`config.mk`:
```
export PLATFORM = sky130hd
export DESIGN_NAME = pc_unit_top
export DESIGN_NICKNAME = d
export VERILOG_FILES = /design/src/hdl/fetch_pkg.sv /design/src/hdl/isa_pkg.sv /design/src/hdl/branch_if.sv /design/src/hdl/branch_control.sv /design/src/hdl/pc_datapath.sv /design/src/hdl/pc_unit_top.sv /design/src/hdl/stage_reg.sv
export SDC_FILE = /design/constraint.sdc
export NUM_CORES = 1
export LEC_CHECK = 0
export BUFFER_PORTS_ARGS = -buffer_cell sky130_fd_sc_hd__buf_2
export CORE_ASPECT_RATIO = 0.5
export CORE_UTILIZATION = 50
export CTS_CLUSTER_DIAMETER = 30
export DETAILED_ROUTE_END_ITERATION = 6
export GPL_ROUTABILITY_DRIVEN = 0
export PLACE_DENSITY = 0.95
export SETUP_SLACK_MARGIN = 0.1
export SLEW_MARGIN = 10
export SYNTH_ARGS = -nofsm -noshare
export SYNTH_HDL_FRONTEND = slang
export SYNTH_HIERARCHICAL = 1
export SYNTH_SLANG_ARGS = --single-unit
export TNS_END_PERCENT = 30
```
`constraint.sdc`:
```
create_clock -name clock -period 7.4 [get_ports clock]
set_input_delay 1.48 -clock clock [delete_from_list [all_inputs] [get_ports clock]]
set_output_delay 1.48 -clock clock [all_outputs]
set_load 0.02 [all_outputs]
```
`src/hdl/fetch_pkg.sv`:
```
`default_nettype none

package fetch_pkg;

	// next pc source.
	typedef enum logic [1:0] {
		SEL_SEQ   = 2'd0,
		SEL_IMM14 = 2'd1,
		SEL_IMM24 = 2'd2,
		SEL_REG   = 2'd3
	} pc_sel_e;

	// kind of redirect taken in fetch.
	typedef enum logic [2:0] {
		RD_NONE      = 3'd0,
		RD_BRANCH    = 3'd1,
		RD_JUMP      = 3'd2,
		RD_JUMP_LINK = 3'd3,
		RD_JUMP_REG  = 3'd4
	} redirect_e;

endpackage

`default_nettype wire

```
`src/hdl/isa_pkg.sv`:
```
`default_nettype none

package isa_pkg;

	// branch-class opcodes.
	typedef logic [5:0] opcode_t;

	localparam opcode_t TY_B = 6'b100110;
	localparam opcode_t TY_J = 6'b100100;
	localparam opcode_t JR   = 6'b100101;

	// sub_op_b values.
	localparam logic BEQ = 1'b0;
	localparam logic BNE = 1'b1;

	// sub_op_j values.
	localparam logic JJ  = 1'b0;
	localparam logic JAL = 1'b1;

	// immediate field widths.
	localparam int IMM14_W = 14;
	localparam int IMM24_W = 24;

endpackage

`default_nettype wire

```
`src/hdl/branch_if.sv`:
```
`default_nettype none

interface branch_if
	import isa_pkg::*, fetch_pkg::*;
#(
	parameter int DATA_WIDTH = 32
) ();
	opcode_t                opcode;
	logic                   sub_op_b;
	logic                   sub_op_j;
	logic                   reg_rt_ra_equal;
	logic [IMM14_W-1:0]     imm_14bit;
	logic [IMM24_W-1:0]     imm_24bit;
	logic [DATA_WIDTH-1:0]  reg_rb_data;

	pc_sel_e   pc_sel;
	logic      do_flush;
	redirect_e redirect;

	modport ctrl (input opcode, sub_op_b, sub_op_j, reg_rt_ra_equal,
		output pc_sel, do_flush, redirect);
	modport dp (input pc_sel, imm_14bit, imm_24bit, reg_rb_data);
endinterface

`default_nettype wire

```
`src/hdl/branch_control.sv`:
```
`default_nettype none

module branch_control
	import isa_pkg::*, fetch_pkg::*;
(
	input  wire logic  reset,
	input  wire logic  clock,
	branch_if.ctrl     bus,
	output logic       do_link
);

	always_comb begin
		bus.pc_sel   = SEL_SEQ;
		bus.redirect = RD_NONE;
		do_link      = 1'b0;
		case (bus.opcode)
			TY_B: begin
				if ((bus.sub_op_b == BEQ) && bus.reg_rt_ra_equal) begin
					bus.pc_sel   = SEL_IMM14;
					bus.redirect = RD_BRANCH;
				end else if ((bus.sub_op_b == BNE) && !bus.reg_rt_ra_equal) begin
					bus.pc_sel   = SEL_IMM14;
					bus.redirect = RD_BRANCH;
				end
			end
			TY_J: begin
				bus.pc_sel = SEL_IMM24;
				if (bus.sub_op_j == JAL) begin
					do_link      = 1'b1; // link only for jal.
					bus.redirect = RD_JUMP_LINK;
				end else begin
					bus.redirect = RD_JUMP;
				end
			end
			JR: begin
				bus.pc_sel   = SEL_REG;
				bus.redirect = RD_JUMP_REG;
			end
			default: begin
				bus.pc_sel   = SEL_SEQ; // fall through to next word.
				bus.redirect = RD_NONE;
			end
		endcase
	end

	// any redirect kills the instruction behind it.
	assign bus.do_flush = (bus.pc_sel != SEL_SEQ);

	// a link only comes with a flushing jump.
	a_link_flush: assert property (@(posedge clock) disable iff (reset)
		do_link |-> (bus.do_flush && bus.redirect == RD_JUMP_LINK))
		else $error("do_link raised without a flushing jal");

	a_sel_known: assert property (@(posedge clock) disable iff (reset)
		!$isunknown(bus.pc_sel))
		else $error("pc_sel is unknown");

endmodule

`default_nettype wire

```
`src/hdl/pc_datapath.sv`:
```
`default_nettype none

module pc_datapath
	import isa_pkg::*, fetch_pkg::*;
#(
	parameter int PC_WIDTH = 10
) (
	input  wire logic                 clock,
	input  wire logic                 reset,
	input  wire logic                 enable_pc,
	input  wire logic                 do_hazard,
	branch_if.dp                      bus,
	output logic [PC_WIDTH-1:0]       current_pc,
	output logic [PC_WIDTH-1:0]       next_pc
);

	localparam int OFF_W = 10;

	logic signed [OFF_W-1:0] off14;
	logic signed [OFF_W-1:0] off24;
	logic [PC_WIDTH-1:0]     inst_pc;

	// sign bit, low byte, and a zero lsb.
	assign off14 = {bus.imm_14bit[IMM14_W-1], bus.imm_14bit[7:0], 1'b0};
	assign off24 = {bus.imm_24bit[IMM24_W-1], bus.imm_24bit[7:0], 1'b0};

	// address of the instruction now in fetch.
	assign inst_pc = current_pc - PC_WIDTH'(4);

	always_comb begin
		case (bus.pc_sel)
			SEL_SEQ:   next_pc = current_pc + PC_WIDTH'(4);
			SEL_IMM14: next_pc = inst_pc + PC_WIDTH'(off14); // sign extends.
			SEL_IMM24: next_pc = inst_pc + PC_WIDTH'(off24);
			SEL_REG:   next_pc = bus.reg_rb_data[PC_WIDTH-1:0];
			default:   next_pc = current_pc + PC_WIDTH'(4);
		endcase
	end

	always_ff @(posedge clock) begin
		if (reset) begin
			current_pc <= '0;
		end else if (do_hazard) begin
			current_pc <= current_pc; // stall wins over enable.
		end else if (enable_pc) begin
			current_pc <= next_pc;
		end
	end

	a_pc_even: assert property (@(posedge clock) disable iff (reset)
		current_pc[0] == 1'b0)
		else $error("current_pc is not halfword aligned");

endmodule

`default_nettype wire

```
`src/hdl/pc_unit_top.sv`:
```
`default_nettype none

module pc_unit_top
	import isa_pkg::*, fetch_pkg::*;
#(
	parameter int PC_WIDTH   = 10,
	parameter int DATA_WIDTH = 32
) (
	input  wire logic                   clock,
	input  wire logic                   reset,
	input  wire logic                   enable_pc,
	input  wire logic                   do_hazard,
	input  wire opcode_t                opcode,
	input  wire logic                   sub_op_b,
	input  wire logic                   sub_op_j,
	input  wire logic                   reg_rt_ra_equal,
	input  wire logic [IMM14_W-1:0]     imm_14bit,
	input  wire logic [IMM24_W-1:0]     imm_24bit,
	input  wire logic [DATA_WIDTH-1:0]  reg_rb_data,
	output logic [PC_WIDTH-1:0]         current_pc,
	output logic                        do_link,
	output logic                        do_flush_reg1,
	output logic [PC_WIDTH-1:0]         if_pc,
	output logic                        if_valid,
	output redirect_e                   redirect_kind
);

	branch_if #(.DATA_WIDTH(DATA_WIDTH)) bus ();

	assign bus.opcode          = opcode;
	assign bus.sub_op_b        = sub_op_b;
	assign bus.sub_op_j        = sub_op_j;
	assign bus.reg_rt_ra_equal = reg_rt_ra_equal;
	assign bus.imm_14bit       = imm_14bit;
	assign bus.imm_24bit       = imm_24bit;
	assign bus.reg_rb_data     = reg_rb_data;
	assign do_flush_reg1       = bus.do_flush;

	branch_control u_ctrl (.reset(reset), .clock(clock), .bus(bus.ctrl), .do_link(do_link));

	pc_datapath #(.PC_WIDTH(PC_WIDTH)) u_dp (
		.clock(clock), .reset(reset), .enable_pc(enable_pc), .do_hazard(do_hazard),
		.bus(bus.dp), .current_pc(current_pc), .next_pc());

	// fetch address into decode.
	stage_reg #(.payload_t(logic [PC_WIDTH-1:0]), .BUBBLE('0)) u_reg1_pc (
		.clock(clock), .reset(reset), .hold(do_hazard), .flush(bus.do_flush),
		.d_valid(enable_pc), .d(current_pc), .q_valid(if_valid), .q(if_pc));

	stage_reg #(.payload_t(redirect_e), .BUBBLE(RD_NONE), .KEEP_ON_FLUSH(1'b1)) u_reg1_rd (
		.clock(clock), .reset(reset), .hold(do_hazard), .flush(bus.do_flush),
		.d_valid(enable_pc), .d(bus.redirect), .q_valid(), .q(redirect_kind));

endmodule

`default_nettype wire

```
`src/hdl/stage_reg.sv`:
```
`default_nettype none

module stage_reg #(
	parameter type      payload_t     = logic,
	parameter payload_t BUBBLE        = payload_t'(0),
	parameter bit       KEEP_ON_FLUSH = 1'b0
) (
	input  wire logic   clock,
	input  wire logic   reset,
	input  wire logic   hold,
	input  wire logic   flush,
	input  wire logic   d_valid,
	input  wire payload_t d,
	output logic        q_valid,
	output payload_t    q
);

	always_ff @(posedge clock) begin
		if (reset) begin
			q_valid <= 1'b0;
			q       <= BUBBLE;
		end else if (!hold) begin
			if (flush) begin
				q_valid <= 1'b0;
				// redirect kind survives the flush.
				q       <= KEEP_ON_FLUSH ? d : BUBBLE;
			end else begin
				q_valid <= d_valid;
				q       <= d;
			end
		end
	end

endmodule

`default_nettype wire

```
==> results of run 1 <==
## area by class of cell
type                    count  area [sq um]
fillers                   348          1510
multi-input cells         195          1460
flip-flops and latches     24           480
repair buffers             66           330
well taps                  54          67.6
clock buffers               3          41.3
inverters                  10          37.5
## final timing paths
kind | cells after the start | to | slack [ns] | from
worst min register to register | 2 | u_reg1_pc/q[8] | 0.47 | u_reg1_pc/q[8]
worst max register to register | 10 | u_dp/current_pc[7] | 4.53 | u_dp/current_pc[2]
worst min-delay path | 2 | u_reg1_pc/q[8] | 0.47 | u_reg1_pc/q[8]
worst max-delay path | 16 | u_dp/current_pc[7] | 2.74 | sub_op_b
## sequential cells by signal, summed over array words and instances (netlist names)
register and flops:
u_dp/current_pc 10, u_reg1_pc/q 10, u_reg1_rd/q 3, u_reg1_pc/q_valid 1
## per-stage QoR
step	instance area [sq um]	util [%]
2_1_floorplan	2060	-
6_report	2410	61.5
5_1_grt	2410	61.5
3_3_place_gp	2370	60.5
4_1_cts	2410	61.5
3_5_place_dp	2370	60.5
## critical path: cells and delay by family
kind                     cells  cell delay (ns)
adder cells (fa/ha/maj)      3             0.98
AO/OA/AOI/OAI                3             0.83
AND/OR/NAND/NOR              4             0.52
multiplexers                 2             0.45
buffers and inverters        3             0.26
XOR/XNOR                     1             0.25
## power by group
| part | total, mW | switching (mW) | internal [mW] |
|---|---|---|---|
| clock | 0.0728 | 0.0365 | 0.0363 |
| sequential | 0.141 | 0.00794 | 0.133 |
| combinational | 0.133 | 0.0741 | 0.0589 |
## metal layers
layer  GRT usage (%)  vias to the layer above
met4            9.23                        0
met5               0                        -
met2            45.3                       64
met1            29.8                      931
met3            2.86                       10
li1                -                      969
==> summary.txt, run 1 <==
GRT
  – First-pass GRT wire length: 8.29 mm
  – Gr ovfl total: 0
  – Initial antenna violation count: 0
  – Largest net degree at the start of global routing: 35
  – Vias in the first global route: approximately 1800
  – GRT Total Usage: approximately 24%

STA
  – Final Skew: roughly 0.0022 ns
  – Fin Hold WS: approximately 0.47 ns
  – Pins Over Slew Limit: 0
  – RSZ-0062 raised after global routing: no
  – Final setup violation count: 0
  – Post-route minimum period: approximately 4.7 ns
  – Fmax: approximately 210 MHz
  – Total Negative Setup Slacks: 0 ns
  – Least-Margin Pin Slew: ~0.9 ns
  – Period Utilization, post-route: a little over three fifths
  – Final Hold Fails: 0
  – Slew HR: 41.6%
  – Fin worst setup slack: about 2.7 ns

Power
  – Static Leakage: 1.05 nW
  – Worst vdd ir: roughly 0.000069 V
  – Overall Power: approximately 0.35 mW
  – PD cells: ~140 nW/um^2

Drt
  – Initial DRC count: approximately 140
  – Met2 routed WL: ~2.6 mm
  – Vias: just under 2000
  – Met3 WL: between 300 and 400 um
  – Detail Route Antenna Nets: 0
  – Wire per inst: between 15 and 20 um
  – Drt pass-1 iters: 4
  – Vias/cell: 5.61
  – Drt drc: 0
  – M1 WL: approximately 2.3 mm
  – DRT Wirelength: about 5.3 mm
  – DR top layer: met4

Clocking
  – Max Root-Sink Buffers: 2
  – # H-tree levels: 1
  – Clock-pin slew on the worst setup and hold paths: around 0.080 ns
  – Clock root cell: clkbuf_8
  – TritonCTS Buffers: 3
  – Post-CTS Resized: 0
  – # hold bufs at CTS: 0
  – Clock Latency Late Sink: 0.26 ns
  – Clock net sink count: 24
  – CTS tree: built
  – Post-CTS setup-driven buffer insertion count: 0

Placed design
  – # port buffers: 66
  – Post-DP HPWL: between 4 and 5 mm
  – Placed Instances: 349
  – Post-place setup slack: 2.57 ns

Status
  – Status: finished, final reports clean

Finish
  – Most common cell after layout, fill and taps aside: buf_2
  – Area Growth Syn to Fin: 17.1%
  – Layout cell share with drive strength beyond 1: between 30% and 40%
  – Final #Nets: 397
  – # diodes: 0
  – Post-route insts no fill: 352
  – Most frequent cells in the layout: buf_2, nand2_1, dfxtp_1, nor2_1, nand2b_1

Worst setup path
  – Critical Path End Type: flop
  – CP Max Fanout: 9
  – Crit start category: input pin
  – Worst path cell trace: buf_2 > xor2_1 > nand3b_1 > a21oi_1 > inv_1 > ha_1 > mux2_2 > ha_1 > inv_1 > fa_1 > nand2b_1 > a211oi_1 > mux2i_1 > a211o_1 > nor2_1 > nor3_1
  – CP max stage cell: fa_1
  – Worst EP arrival: roughly 4.8 ns
  – Critical path class: in -> reg
  – Critical Path RT: roughly 7.5 ns
  – Critical Path Max Stage Delay: between 0.4 and 0.5 ns

Die
  – Die X: 92.8 um
  – Row count: 16
  – Initial cell density of the core: ~53%
  – Die Y: between 40 and 50 um
  – I/O pins: roughly 110
  – CORE AREA: about 4000 sq um
  – Die area: 4400 sq um

Synth
  – Post-Syn Area: 2060 sq um
  – Post-synth net total: roughly 340
  – YS warnings: 6
  – Gate Count Post-Synth: 245
  – Syn Area/Cell: around 8.4 sq um

Job
  – Maxcap violations: 0

Min path
  – Hold crit path type: reg -> reg
(Power assumes the default switching activity.)
==> run 2: changes to the inputs <==
Settings changed: CORE_UTILIZATION 50 to 46, PLACE_DENSITY 0.95 to 0.89.
Clock period 7.4 ns to 4.3 ns, I/O delays scaled along.
==> summary.txt, run 2 (same netlist as run 1, synthesis figures left out) <==
STA
  – Final Hold Fails: 0
  – Fin worst setup slack: about 0.33 ns
  – Final Skew: between 0.003 and 0.004 ns
  – Post-route minimum period: just under 4 ns
  – Slew HR: between 40 and 50%
  – Final setup violation count: 0
  – Pins Over Slew Limit: 0
  – Least-Margin Pin Slew: 0.833 ns
  – Fmax: between 200 and 300 MHz
  – RSZ-0062 raised after global routing: no
  – Total Negative Setup Slacks: 0 ns
  – Fin Hold WS: ~0.5 ns
  – Period Utilization, post-route: just over 90%

Job
  – Maxcap violations: 0

GRT
  – Vias in the first global route: 1829
  – Initial antenna violation count: 0
  – GRT Total Usage: 21.7%
  – Largest net degree at the start of global routing: 35
  – First-pass GRT wire length: ~8.4 mm
  – Gr ovfl total: 0

Drt
  – Vias: just under 2000
  – Drt drc: 0
  – Drt pass-1 iters: 4
  – Wire per inst: approximately 15 um
  – DRT Wirelength: between 5 and 6 mm
  – Vias/cell: 5.62
  – Initial DRC count: roughly 120
  – Detail Route Antenna Nets: 0

Finish
  – Area Growth Syn to Fin: 18.9%
  – Biggest regs: u_dp/current_pc x10, u_reg1_pc/q x10, u_reg1_rd/q x3
  – Layout cell share with drive strength beyond 1: between 30% and 40%
  – Most common cell after layout, fill and taps aside: buf_2
  – # diodes: 0
  – Final #Nets: about 400
  – Most frequent cells in the layout: buf_2, nand2_1, dfxtp_1, nor2_1, nand2b_1
  – Util after Layout: between 50% and 60%

Placed design
  – Post-DP HPWL: around 4 mm
  – Post-place setup slack: a little over 0.1 ns
  – # port buffers: 66

Clocking
  – Clock-pin slew on the worst setup and hold paths: approximately 0.080 ns
  – CTS tree: built
  – TritonCTS Buffers: 3
  – Max Root-Sink Buffers: 2
  – Post-CTS setup-driven buffer insertion count: 0
  – Clock Latency Late Sink: 0.27 ns
  – # hold bufs at CTS: 0
  – Post-CTS Resized: 0
  – # H-tree levels: 1
  – Clock net sink count: 24
  – Clock root cell: clkbuf_8

Worst setup path
  – Worst path cell trace: buf_2 > xor2_1 > nand3b_1 > a21oi_1 > inv_1 > ha_1 > mux2_2 > ha_1 > inv_1 > fa_1 > nand2b_1 > a211oi_1 > mux2i_1 > a211o_1 > nor2_1 > nor3_1
  – Critical Path Max Stage Delay: around 0.4 ns
  – Critical Path RT: 4.43 ns
  – CP max stage cell: fa_1
  – Crit start category: input pin
  – CP Max Fanout: 9
  – Worst EP arrival: slightly above 4 ns
  – Critical Path End Type: flop
  – Critical path class: in -> reg

Power
  – Reg power frac: between 30% and 40%
  – Net Switching: around 0.21 mW
  – Worst vdd ir: 0.000175 V
  – Switching Fraction: a little under a third
  – Clock share of power: 29.6%
  – Gate power share: roughly 34%
  – Pint: 0.455 mW
  – Static Leakage: between 1 and 1.5 nW
  – PD cells: about 270 nW/um^2

Status
  – Status: finished, final reports clean

Min path
  – Hold crit path type: reg -> reg

Die
  – CORE AREA: ~4100 sq um
  – Die X: around 97 um
  – Initial cell density of the core: 50.2%
  – Row count: 16
  – I/O pins: between 100 and 150
  – Die Y: 49.3 um
  – Die area: between 4000 and 5000 sq um
-- run 2: changes by cell type in the layout (fill, tap and decap cells not counted), sizes merged --
cell / before / now
buf: 66 / 67
bufinv: 0 / 1
-- run 2: path summary, 6_finish.rpt --
kind              depth (start not counted)            endpoint  slack, ns               start
setup / recovery                         16  u_dp/current_pc[7]       0.33            sub_op_b
hold / removal                            2      u_reg1_pc/q[8]       0.49      u_reg1_pc/q[8]
setup reg to reg                         10  u_dp/current_pc[7]       1.39  u_dp/current_pc[2]
hold reg to reg                           2      u_reg1_pc/q[8]       0.49      u_reg1_pc/q[8]
-- run 2: area by class of cell --
cell class | count | area, sq um
clock inverter | 1 | 30.0
clock buffer | 3 | 41.3
timing repair buffer | 67 | 338
multi-input combinational | 195 | 1460
fill | 340 | 1650
inverter | 10 | 37.5
tap | 54 | 67.6
sequential | 24 | 480
-- run 2: through the flow --
step	total power [mW]	area (sq um)	std cells
2_1_floorplan	0.413	2060	245
3_3_place_gp	0.458	2380	350
3_5_place_dp	0.468	2380	350
4_1_cts	0.663	2450	354
5_1_grt	0.693	2450	354
6_report	0.664	2450	354
-- run 2: power by group through the flow --
stage	Clock, mW	Sequential, mW	Combinational [mW]
floorplan	0	0.250	0.163
global placement	0	0.247	0.211
detailed placement	0	0.248	0.220
CTS	0.199	0.243	0.221
global route	0.205	0.244	0.244
finish	0.196	0.243	0.224
-- run 2: metal layers --
metal | vias up | GRT usage (%) | wire length (um)
met4 | 0 | 8.46 | 39
met3 | 6 | 2.44 | 284
met5 | - | 0 | 0
met2 | 67 | 38.5 | 2660
li1 | 977 | - | -
met1 | 938 | 27.2 | 2300
-- run 2: worst max-delay path: cells and delay by family --
family	cells	cell delay [ns]
adder cells (fa/ha/maj)	3	0.99
AND/OR/NAND/NOR	4	0.47
AO/OA/AOI/OAI	3	0.81
multiplexers	2	0.45
buffers and inverters	3	0.27
XOR/XNOR	1	0.25
